$ cat config.mk
export PLATFORM = sky130hd
export DESIGN_NAME = rr_csr_top
export DESIGN_NICKNAME = d
export VERILOG_FILES = /design/src/logic/rr_csr_pkg.sv /design/src/logic/csr_write_if.sv /design/src/logic/rr_csr_top.sv /design/src/logic/axil_read_port.sv /design/src/logic/csr_file.sv /design/src/logic/axil_write_capture.sv /design/src/logic/lib_pipe.sv
export SDC_FILE = /design/constraint.sdc
export NUM_CORES = 2
export LEC_CHECK = 0
export ABC_AREA = 1
export BUFFER_PORTS_ARGS = -buffer_cell sky130_fd_sc_hd__buf_4
export CORE_MARGIN = 2
export CORE_UTILIZATION = 59
export CTS_BUF_LIST = sky130_fd_sc_hd__clkbuf_16
export DETAILED_ROUTE_END_ITERATION = 6
export PLACE_DENSITY = 0.81
export SYNTH_ARGS = -nofsm -noshare
export SYNTH_HDL_FRONTEND = slang
export SYNTH_SLANG_ARGS = --single-unit
$ cat constraint.sdc
create_clock -name clk -period 4.5 [get_ports clk]
set_clock_uncertainty 0.05 [all_clocks]
set_input_delay 0.225 -clock clk [delete_from_list [all_inputs] [get_ports clk]]
set_output_delay 0.225 -clock clk [all_outputs]
set_load 0.03 [all_outputs]
$ cat src/logic/rr_csr_pkg.sv
package rr_csr_pkg;

    localparam int CSR_CNT = 16;
    localparam int CSR_IDX_W = 4;
    localparam int CSR_DATA_W = 32;
    localparam int CSR_STRB_W = CSR_DATA_W / 8;
    localparam int AXIL_ADDR_W = 32;
    localparam int CSR_PIPE_STAGES = 1;

    localparam logic [CSR_DATA_W-1:0] CSR_VERSION = 32'h0001_0003;
    localparam logic [CSR_DATA_W-1:0] BALANCE_RESET = 32'd100;

    // word index, byte address bits 5:2
    typedef enum logic [CSR_IDX_W-1:0] {
        RR_MODE             = 4'd0,
        BUF_ADDR_LO         = 4'd1,
        BUF_ADDR_HI         = 4'd2,
        BUF_SIZE_LO         = 4'd3,
        BUF_SIZE_HI         = 4'd4,
        ON_THE_FLY_BALANCE  = 4'd5,
        RECORD_BUF_UPDATE   = 4'd6,
        RECORD_FORCE_FINISH = 4'd7,
        RECORD_BITS_LO      = 4'd8,
        RECORD_BITS_HI      = 4'd9,
        RR_STATE            = 4'd10,
        CSR_VERSION_IDX     = 4'd11
        // 12 to 15 reserved, read as zero
    } csr_idx_e;

    typedef struct packed {
        logic record_en;
        logic replay_en;
        logic validate_en;
    } rr_mode_t;

    typedef struct packed {
        logic [63:0] buf_addr;
        logic [63:0] buf_size;
        logic [31:0] balance;
        logic        buf_update;
        logic        force_finish;
    } storage_cfg_t;

    typedef struct packed {
        logic [63:0] record_bits;
        logic [31:0] rr_state;
    } status_t;

endpackage
$ cat src/logic/csr_write_if.sv
`timescale 1ns/1ps

interface csr_write_if;
    import rr_csr_pkg::*;

    // one accepted write, wr_valid lasts a single cycle
    logic                  wr_valid;
    logic [CSR_IDX_W-1:0]  wr_idx;
    logic [CSR_DATA_W-1:0] wr_data;
    logic [CSR_STRB_W-1:0] wr_strb;

    modport producer (
        output wr_valid, wr_idx, wr_data, wr_strb
    );

    modport buffer (
        input wr_valid, wr_idx, wr_data, wr_strb
    );

endinterface

$ cat src/logic/rr_csr_top.sv
`timescale 1ns/1ps

module rr_csr_top (
    input  logic                                clk,
    input  logic                                rstn,
    input  logic                                awvalid_i,
    input  logic [rr_csr_pkg::AXIL_ADDR_W-1:0]  awaddr_i,
    output logic                                awready_o,
    input  logic                                wvalid_i,
    input  logic [rr_csr_pkg::CSR_DATA_W-1:0]   wdata_i,
    input  logic [rr_csr_pkg::CSR_STRB_W-1:0]   wstrb_i,
    output logic                                wready_o,
    output logic                                bvalid_o,
    input  logic                                bready_i,
    output logic [1:0]                          bresp_o,
    input  logic                                arvalid_i,
    input  logic [rr_csr_pkg::AXIL_ADDR_W-1:0]  araddr_i,
    output logic                                arready_o,
    output logic                                rvalid_o,
    input  logic                                rready_i,
    output logic [rr_csr_pkg::CSR_DATA_W-1:0]   rdata_o,
    output logic [1:0]                          rresp_o,
    input  rr_csr_pkg::status_t                 status_i,
    output rr_csr_pkg::rr_mode_t                mode_o,
    output rr_csr_pkg::storage_cfg_t            cfg_o
);
    import rr_csr_pkg::*;

    logic [CSR_IDX_W-1:0]  rd_idx;
    logic [CSR_DATA_W-1:0] rd_data;
    status_t               status_q;
    rr_mode_t              mode;
    storage_cfg_t          cfg;

    csr_write_if wr_bus ();

    axil_write_capture u_capture (
        .clk       (clk),
        .rstn      (rstn),
        .awvalid_i (awvalid_i),
        .awaddr_i  (awaddr_i),
        .awready_o (awready_o),
        .wvalid_i  (wvalid_i),
        .wdata_i   (wdata_i),
        .wstrb_i   (wstrb_i),
        .wready_o  (wready_o),
        .bvalid_o  (bvalid_o),
        .bready_i  (bready_i),
        .bresp_o   (bresp_o),
        .wr        (wr_bus)
    );

    // status is registered before it reaches the read mux
    lib_pipe #(.T(status_t), .STAGES(CSR_PIPE_STAGES)) u_status_pipe (
        .clk   (clk),
        .rstn  (rstn),
        .in_i  (status_i),
        .out_o (status_q)
    );

    csr_file u_file (
        .clk       (clk),
        .rstn      (rstn),
        .wr        (wr_bus),
        .rd_idx_i  (rd_idx),
        .rd_data_o (rd_data),
        .status_i  (status_q),
        .mode_o    (mode),
        .cfg_o     (cfg)
    );

    axil_read_port u_read (
        .clk       (clk),
        .rstn      (rstn),
        .arvalid_i (arvalid_i),
        .araddr_i  (araddr_i),
        .arready_o (arready_o),
        .rvalid_o  (rvalid_o),
        .rready_i  (rready_i),
        .rdata_o   (rdata_o),
        .rresp_o   (rresp_o),
        .rd_idx_o  (rd_idx),
        .rd_data_i (rd_data)
    );

    lib_pipe #(.T(rr_mode_t), .STAGES(CSR_PIPE_STAGES)) u_mode_pipe (
        .clk   (clk),
        .rstn  (rstn),
        .in_i  (mode),
        .out_o (mode_o)
    );

    lib_pipe #(.T(storage_cfg_t), .STAGES(CSR_PIPE_STAGES)) u_cfg_pipe (
        .clk   (clk),
        .rstn  (rstn),
        .in_i  (cfg),
        .out_o (cfg_o)
    );

endmodule

$ cat src/logic/axil_read_port.sv
`timescale 1ns/1ps

module axil_read_port (
    input  logic                                clk,
    input  logic                                rstn,
    input  logic                                arvalid_i,
    input  logic [rr_csr_pkg::AXIL_ADDR_W-1:0]  araddr_i,
    output logic                                arready_o,
    output logic                                rvalid_o,
    input  logic                                rready_i,
    output logic [rr_csr_pkg::CSR_DATA_W-1:0]   rdata_o,
    output logic [1:0]                          rresp_o,
    output logic [rr_csr_pkg::CSR_IDX_W-1:0]    rd_idx_o,
    input  logic [rr_csr_pkg::CSR_DATA_W-1:0]   rd_data_i
);
    import rr_csr_pkg::*;

    logic ar_fire;

    // no new address while a response sits unaccepted
    assign arready_o = ~(rvalid_o & ~rready_i);
    assign ar_fire = arvalid_i & arready_o;

    assign rd_idx_o = araddr_i[2 +: CSR_IDX_W];

    always_ff @(posedge clk) begin
        if (!rstn) begin
            rvalid_o <= 1'b0;
        end else if (ar_fire) begin
            rvalid_o <= 1'b1;
        end else if (rready_i) begin
            rvalid_o <= 1'b0;
        end
    end

    always_ff @(posedge clk) begin
        if (ar_fire) begin
            rdata_o <= rd_data_i;
        end
    end

    assign rresp_o = 2'b00;

endmodule

$ cat src/logic/csr_file.sv
`timescale 1ns/1ps

module csr_file (
    input  logic                                clk,
    input  logic                                rstn,
    csr_write_if.buffer                         wr,
    input  logic [rr_csr_pkg::CSR_IDX_W-1:0]    rd_idx_i,
    output logic [rr_csr_pkg::CSR_DATA_W-1:0]   rd_data_o,
    input  rr_csr_pkg::status_t                 status_i,
    output rr_csr_pkg::rr_mode_t                mode_o,
    output rr_csr_pkg::storage_cfg_t            cfg_o
);
    import rr_csr_pkg::*;

    logic [CSR_DATA_W-1:0] csr_q [CSR_CNT];
    logic [CSR_DATA_W-1:0] csr_rd [CSR_CNT];

    logic [CSR_DATA_W-1:0] strb_mask;
    logic [CSR_DATA_W-1:0] merged;
    logic                  wr_writable;

    logic                  wr_en_q;
    logic [CSR_IDX_W-1:0]  wr_idx_q;
    logic [CSR_DATA_W-1:0] wr_word_q;

    logic buf_update;
    logic force_finish;

    always_comb begin
        for (int b = 0; b < CSR_STRB_W; b++) begin
            strb_mask[8*b +: 8] = {8{wr.wr_strb[b]}};
        end
    end

    // bytes with a clear strobe keep their old value
    assign merged = (strb_mask & wr.wr_data) | (~strb_mask & csr_q[wr.wr_idx]);

    // only the low slots hold host data
    assign wr_writable = (wr.wr_idx <= ON_THE_FLY_BALANCE);

    always_ff @(posedge clk) begin
        if (!rstn) begin
            wr_en_q <= 1'b0;
            for (int i = 0; i < CSR_CNT; i++) begin
                csr_q[i] <= '0;
            end
            csr_q[ON_THE_FLY_BALANCE] <= BALANCE_RESET;
        end else begin
            wr_en_q <= wr.wr_valid & wr_writable;
            if (wr_en_q) begin
                csr_q[wr_idx_q] <= wr_word_q;
            end
        end
    end

    // first stage of the write, merged word waits here one cycle
    always_ff @(posedge clk) begin
        if (wr.wr_valid) begin
            wr_idx_q <= wr.wr_idx;
            wr_word_q <= merged;
        end
    end

    // command slots never store, they only fire a pulse
    assign buf_update = wr.wr_valid && (wr.wr_idx == RECORD_BUF_UPDATE);
    assign force_finish = wr.wr_valid && (wr.wr_idx == RECORD_FORCE_FINISH);

    // read-only slots mirror status and version every cycle
    always_comb begin
        csr_rd = csr_q;
        csr_rd[RECORD_BITS_LO] = status_i.record_bits[31:0];
        csr_rd[RECORD_BITS_HI] = status_i.record_bits[63:32];
        csr_rd[RR_STATE] = status_i.rr_state;
        csr_rd[CSR_VERSION_IDX] = CSR_VERSION;
    end

    assign rd_data_o = csr_rd[rd_idx_i];

    assign mode_o.record_en = csr_q[RR_MODE][0];
    assign mode_o.replay_en = csr_q[RR_MODE][1];
    assign mode_o.validate_en = csr_q[RR_MODE][2];

    assign cfg_o.buf_addr = {csr_q[BUF_ADDR_HI], csr_q[BUF_ADDR_LO]};
    assign cfg_o.buf_size = {csr_q[BUF_SIZE_HI], csr_q[BUF_SIZE_LO]};
    assign cfg_o.balance = csr_q[ON_THE_FLY_BALANCE];
    assign cfg_o.buf_update = buf_update;
    assign cfg_o.force_finish = force_finish;

endmodule

$ cat src/logic/axil_write_capture.sv
`timescale 1ns/1ps

module axil_write_capture (
    input  logic                                clk,
    input  logic                                rstn,
    input  logic                                awvalid_i,
    input  logic [rr_csr_pkg::AXIL_ADDR_W-1:0]  awaddr_i,
    output logic                                awready_o,
    input  logic                                wvalid_i,
    input  logic [rr_csr_pkg::CSR_DATA_W-1:0]   wdata_i,
    input  logic [rr_csr_pkg::CSR_STRB_W-1:0]   wstrb_i,
    output logic                                wready_o,
    output logic                                bvalid_o,
    input  logic                                bready_i,
    output logic [1:0]                          bresp_o,
    csr_write_if.producer                       wr
);
    import rr_csr_pkg::*;

    logic aw_fire, w_fire, write_done;
    logic aw_held, w_held;
    logic b_stall;
    logic wr_valid_q;

    logic [CSR_IDX_W-1:0]  idx_q;
    logic [CSR_DATA_W-1:0] data_q;
    logic [CSR_STRB_W-1:0] strb_q;

    assign aw_fire = awvalid_i & awready_o;
    assign w_fire = wvalid_i & wready_o;
    assign write_done = (aw_fire | aw_held) & (w_fire | w_held);

    assign b_stall = bvalid_o & ~bready_i;

    // hold off a new write while one channel waits for its partner,
    // while the strobe is out, or while B is stalled
    assign awready_o = ~aw_held & ~wr_valid_q & ~b_stall;
    assign wready_o = ~w_held & ~wr_valid_q & ~b_stall;

    always_ff @(posedge clk) begin
        if (!rstn) begin
            aw_held <= 1'b0;
            w_held <= 1'b0;
            wr_valid_q <= 1'b0;
            bvalid_o <= 1'b0;
        end else begin
            if (write_done) begin
                aw_held <= 1'b0;
                w_held <= 1'b0;
            end else begin
                if (aw_fire) aw_held <= 1'b1;
                if (w_fire) w_held <= 1'b1;
            end
            wr_valid_q <= write_done;
            // response follows the strobe by one cycle
            if (wr_valid_q) begin
                bvalid_o <= 1'b1;
            end else if (bready_i) begin
                bvalid_o <= 1'b0;
            end
        end
    end

    always_ff @(posedge clk) begin
        if (aw_fire) begin
            idx_q <= awaddr_i[2 +: CSR_IDX_W];
        end
        if (w_fire) begin
            data_q <= wdata_i;
            strb_q <= wstrb_i;
        end
    end

    assign bresp_o = 2'b00;

    assign wr.wr_valid = wr_valid_q;
    assign wr.wr_idx = idx_q;
    assign wr.wr_data = data_q;
    assign wr.wr_strb = strb_q;

endmodule

$ cat src/logic/lib_pipe.sv
`timescale 1ns/1ps

module lib_pipe #(
    parameter type T = logic,
    parameter int STAGES = 1
) (
    input  logic clk,
    input  logic rstn,
    input  T     in_i,
    output T     out_o
);

    T stage_q [STAGES];

    always_ff @(posedge clk) begin
        if (!rstn) begin
            for (int i = 0; i < STAGES; i++) begin
                stage_q[i] <= '0;
            end
        end else begin
            stage_q[0] <= in_i;
            // shift towards the output end
            for (int i = 1; i < STAGES; i++) begin
                stage_q[i] <= stage_q[i-1];
            end
        end
    end

    assign out_o = stage_q[STAGES-1];

endmodule

==> impl_metrics.json <==
{
  "synth_seq_cells": 887,
  "cp_slowest_stage_delay_ns": 0.76,
  "ctsLongestPathBuffers": 3,
  "r2r_slack_ns": 1.59,
  "postSynthCellCount": 5548,
  "hpwl_um": 79100,
  "critPathLaunchType": "flop",
  "synth_area_sq_um": 38300,
  "period_needed_ns": 2.91,
  "r2r-end": "u_file.wr_word_q[11]",
  "die_height_um": 259,
  "ir_drop_uv": 252,
  "ctsResizeCount": 0,
  "status": "finished with violations",
  "grt_pass1_wl_um": 212000,
  "grt_start_max_net_pins": 182,
  "clk_latency_ns": 0.64,
  "endpoint_kind": "flop",
  "hp-class": "input pin to flop",
  "design_area_sq_um": 45300,
  "cts_tree": "done",
  "rsz0062_at_grt": "no",
  "cts_root_buf": "clkbuf_16",
  "cts-buffers-inserted": 88,
  "via_count": 39600,
  "wl_um": 142000,
  "post_cts_buffers": 0,
  "cp_num_cells": 9,
  "path_common_cell": "nor2_1",
  "die_area_sq_um": 67000,
  "regArea_sq_um": 18800,
  "crit_start": "u_capture.wr.wr_idx[0]",
  "slew_viol_final": 0,
  "place_area_sq_um": 41000,
  "antenna_left": 0,
  "multi_input_area_sq_um": 16500,
  "fin_crit_sh_pct": 64.7,
  "violations": "DRC",
  "gp_congestion": 0.930,
  "finalSetupTns_ns": 0,
  "path_cells": "buf_4 > nor2_2 > buf_4 > nand2_1 > nand3_1 > nor2_1 > nor2_1 > nor2_1 > nor2_1",
  "tightest_slew_ns": 1.21,
  "syn_area_per_cell_sq_um": 6.91,
  "viasPerCell": 5.88,
  "antenna_found_initial": 8,
  "area_delta_synth_final_pct": 18.2,
  "finalHoldViolations": 0,
  "powerDensity_nw_per_um2": 383,
  "crit_slowest_cell": "nor2_2",
  "r2r-start": "u_capture.wr.wr_idx[0]",
  "drtPass1Iterations": 7,
  "numPortBuffers": 348,
  "grt_usage_pct": 41.0,
  "worst-path-buf-inv": 2,
  "overflow": 0,
  "n_fill_cell": 5007,
  "drt-wirelength-per-cell_um": 21.1,
  "htreeDepth": 3,
  "start_util_pct": 59.6,
  "power.leakage_nw": 21.3,
  "core_sq_um": 64300,
  "nNetsFinal": 5992,
  "die_w_um": 259,
  "r2r_cells": 9,
  "pin_count": 409,
  "seq_area_frac_synth_pct": 49.1,
  "relSlewSlack_pct": 19.2,
  "std_cell_rows": 93,
  "cp-endpoint": "u_file.wr_word_q[11]",
  "cp_top_family": "simple AND/OR/NAND/NOR gates",
  "critical_path_arrival_ns": 3.36,
  "synth.distinct_cells": 22,
  "clk_pin_slew_worst_paths_ns": 0.06,
  "finalSetupViolCount": 0,
  "critical_path_required_ns": 4.95,
  "path_max_fanout": 29,
  "grt_pass1_vias": 36600,
  "drt_iter0_drc": 6544,
  "max-cap-violations": 0,
  "drc": 42,
  "ys.warnings.count": 0,
  "cts.sinks": 887,
  "crit_type": "flop to flop",
  "max_freq_mhz": 344,
  "drive_gt1_share_pct": 9.89,
  "ctsHoldBuffers": 139
}
[through the flow]
step	hold slack (ns)	utilization, %	total power [mW]	cells	worst slack [ns]
floorplan	0.273	-	9.27	5551	0.488
global placement	0.354	63.7	9.83	6415	1.78
detailed placement	0.354	63.7	9.85	6415	1.77
CTS	0.0160	70.4	17.2	6718	1.75
global route	0.0518	70.4	17.7	6725	1.58
finish	0.0213	70.4	17.4	6728	1.59
[worst register-to-register path: stages, from the launching register on]
cell and delay (ns):
edfxtp_1 0.52, buf_4 0.34, nor2_2 0.76, buf_4 0.44, nand2_1 0.10, nand3_1 0.08, nor2_1 0.05, nor2_1 0.26
nor2_1 0.07, nor2_1 0.09
[state kept, by name, indices dropped and copies added, names as in the netlist, 3 cells and up]
| name | count |
|---|---|
| u_capture.wr.wr_idx | 4 |
| u_capture.wr.wr_strb | 4 |
| u_file.mode_o | 3 |
| u_file.cfg_o | 160 |
| u_file.wr_idx_q | 4 |
| u_status_pipe.stage_q | 96 |
| u_capture.wr.wr_data | 32 |
| u_cfg_pipe.stage_q | 162 |
| u_file.csr_q | 349 |
| u_mode_pipe.stage_q | 3 |
| u_read.rdata_o | 32 |
| u_file.wr_word_q | 32 |
[worst min path at each step]
| stage | endpoint | depth (start not counted) | slack, ns | from |
|---|---|---|---|---|
| global placement | u_capture.wr.wr_data[30] | 1 | 0.35 | wdata_i[30] |
| global route | u_capture.aw_held | 5 | 0.05 | awvalid_i |
| CTS | u_capture.wr.wr_valid | 5 | 0.02 | awvalid_i |
| finish | u_capture.aw_held | 5 | 0.02 | awvalid_i |
| floorplan | u_status_pipe.stage_q[0][0] | 2 | 0.27 | status_i[0] |
| detailed placement | u_capture.wr.wr_data[15] | 1 | 0.35 | wdata_i[15] |
[layer usage]
metal	vias up	track usage (%)	share of wire [%]	routed length (um)
met5	-	0	0.018	25
met4	4	28.3	7.7	10900
met3	747	12.6	15	21700
met2	3105	60.6	42	59700
met1	17800	51.3	35	49600
li1	17900	-	-	-
[kinds of logic after synthesis]
| family | synth area share, % |
|---|---|
| AO/OA/AOI/OAI | 13.5 |
| other | 0.00978 |
| AND/OR/NAND/NOR | 29.2 |
| flip-flops | 49.1 |
| buffers and inverters | 8.16 |
[power by group]
| part | internal, mW | total, mW | switching [mW] |
|---|---|---|---|
| Clock | 4.19 | 7.44 | 3.25 |
| Combinational | 0.466 | 1.59 | 1.12 |
| Sequential | 8.17 | 8.33 | 0.163 |
[Yosys cell counts, drive strengths merged]
library cell / count / area, sq um
clkbuf: 246 / 925
o211ai: 125 / 938
conb: 1 / 3.75
dfxtp: 779 / 15600
o21ai: 747 / 3740
nor3: 5 / 25.0
edfxtp: 108 / 3240
a211oi: 1 / 7.51
o22ai: 3 / 18.8
a21oi: 94 / 470
nand2: 1425 / 5350
nand3: 169 / 846
buf: 165 / 873
nor2: 1325 / 4980
inv: 354 / 1330
clkinv: 1 / 3.75
[placed cells by master (no fill, tap or decap), types with 2 or more instances in the layout]
master,synthesis,routed
clkinv_1,1,14
clkinv_2,0,16
bufinv_16,0,4
nor3_1,5,4
inv_4,0,7
dfxtp_1,779,778
conb_1,1,4
nor2_1,1323,1314
edfxtp_1,108,108
inv_2,7,5
dlygate4sd3_1,0,139
buf_12,0,10
nand3_1,169,164
o21ai_0,737,737
buf_4,31,408
nand2_1,1425,1425
a21oi_1,94,93
o22ai_1,3,3
o211ai_1,125,125
inv_1,347,364
nor2_4,0,2
clkinvlp_4,0,4
clkbuf_16,0,99
clkinv_4,0,2
o21ai_1,10,10
nand3_2,0,5
nor2_2,2,9
diode_2,0,10
inv_6,0,3
[layout make-up]
| class | instances | area share [%] |
|---|---|---|
| Clock inverter | 65 | 0.944 |
| Tap cell | 855 | 2.36 |
| Clock buffer | 99 | 5.47 |
| Antenna cell | 10 | 0.0552 |
| Inverter | 355 | 2.96 |
| Sequential cell | 887 | 41.6 |
| Timing Repair Buffer | 559 | 10.3 |
| Multi-Input combinational cell | 3898 | 36.3 |
Note: power is estimated with default switching activity, not from simulation.
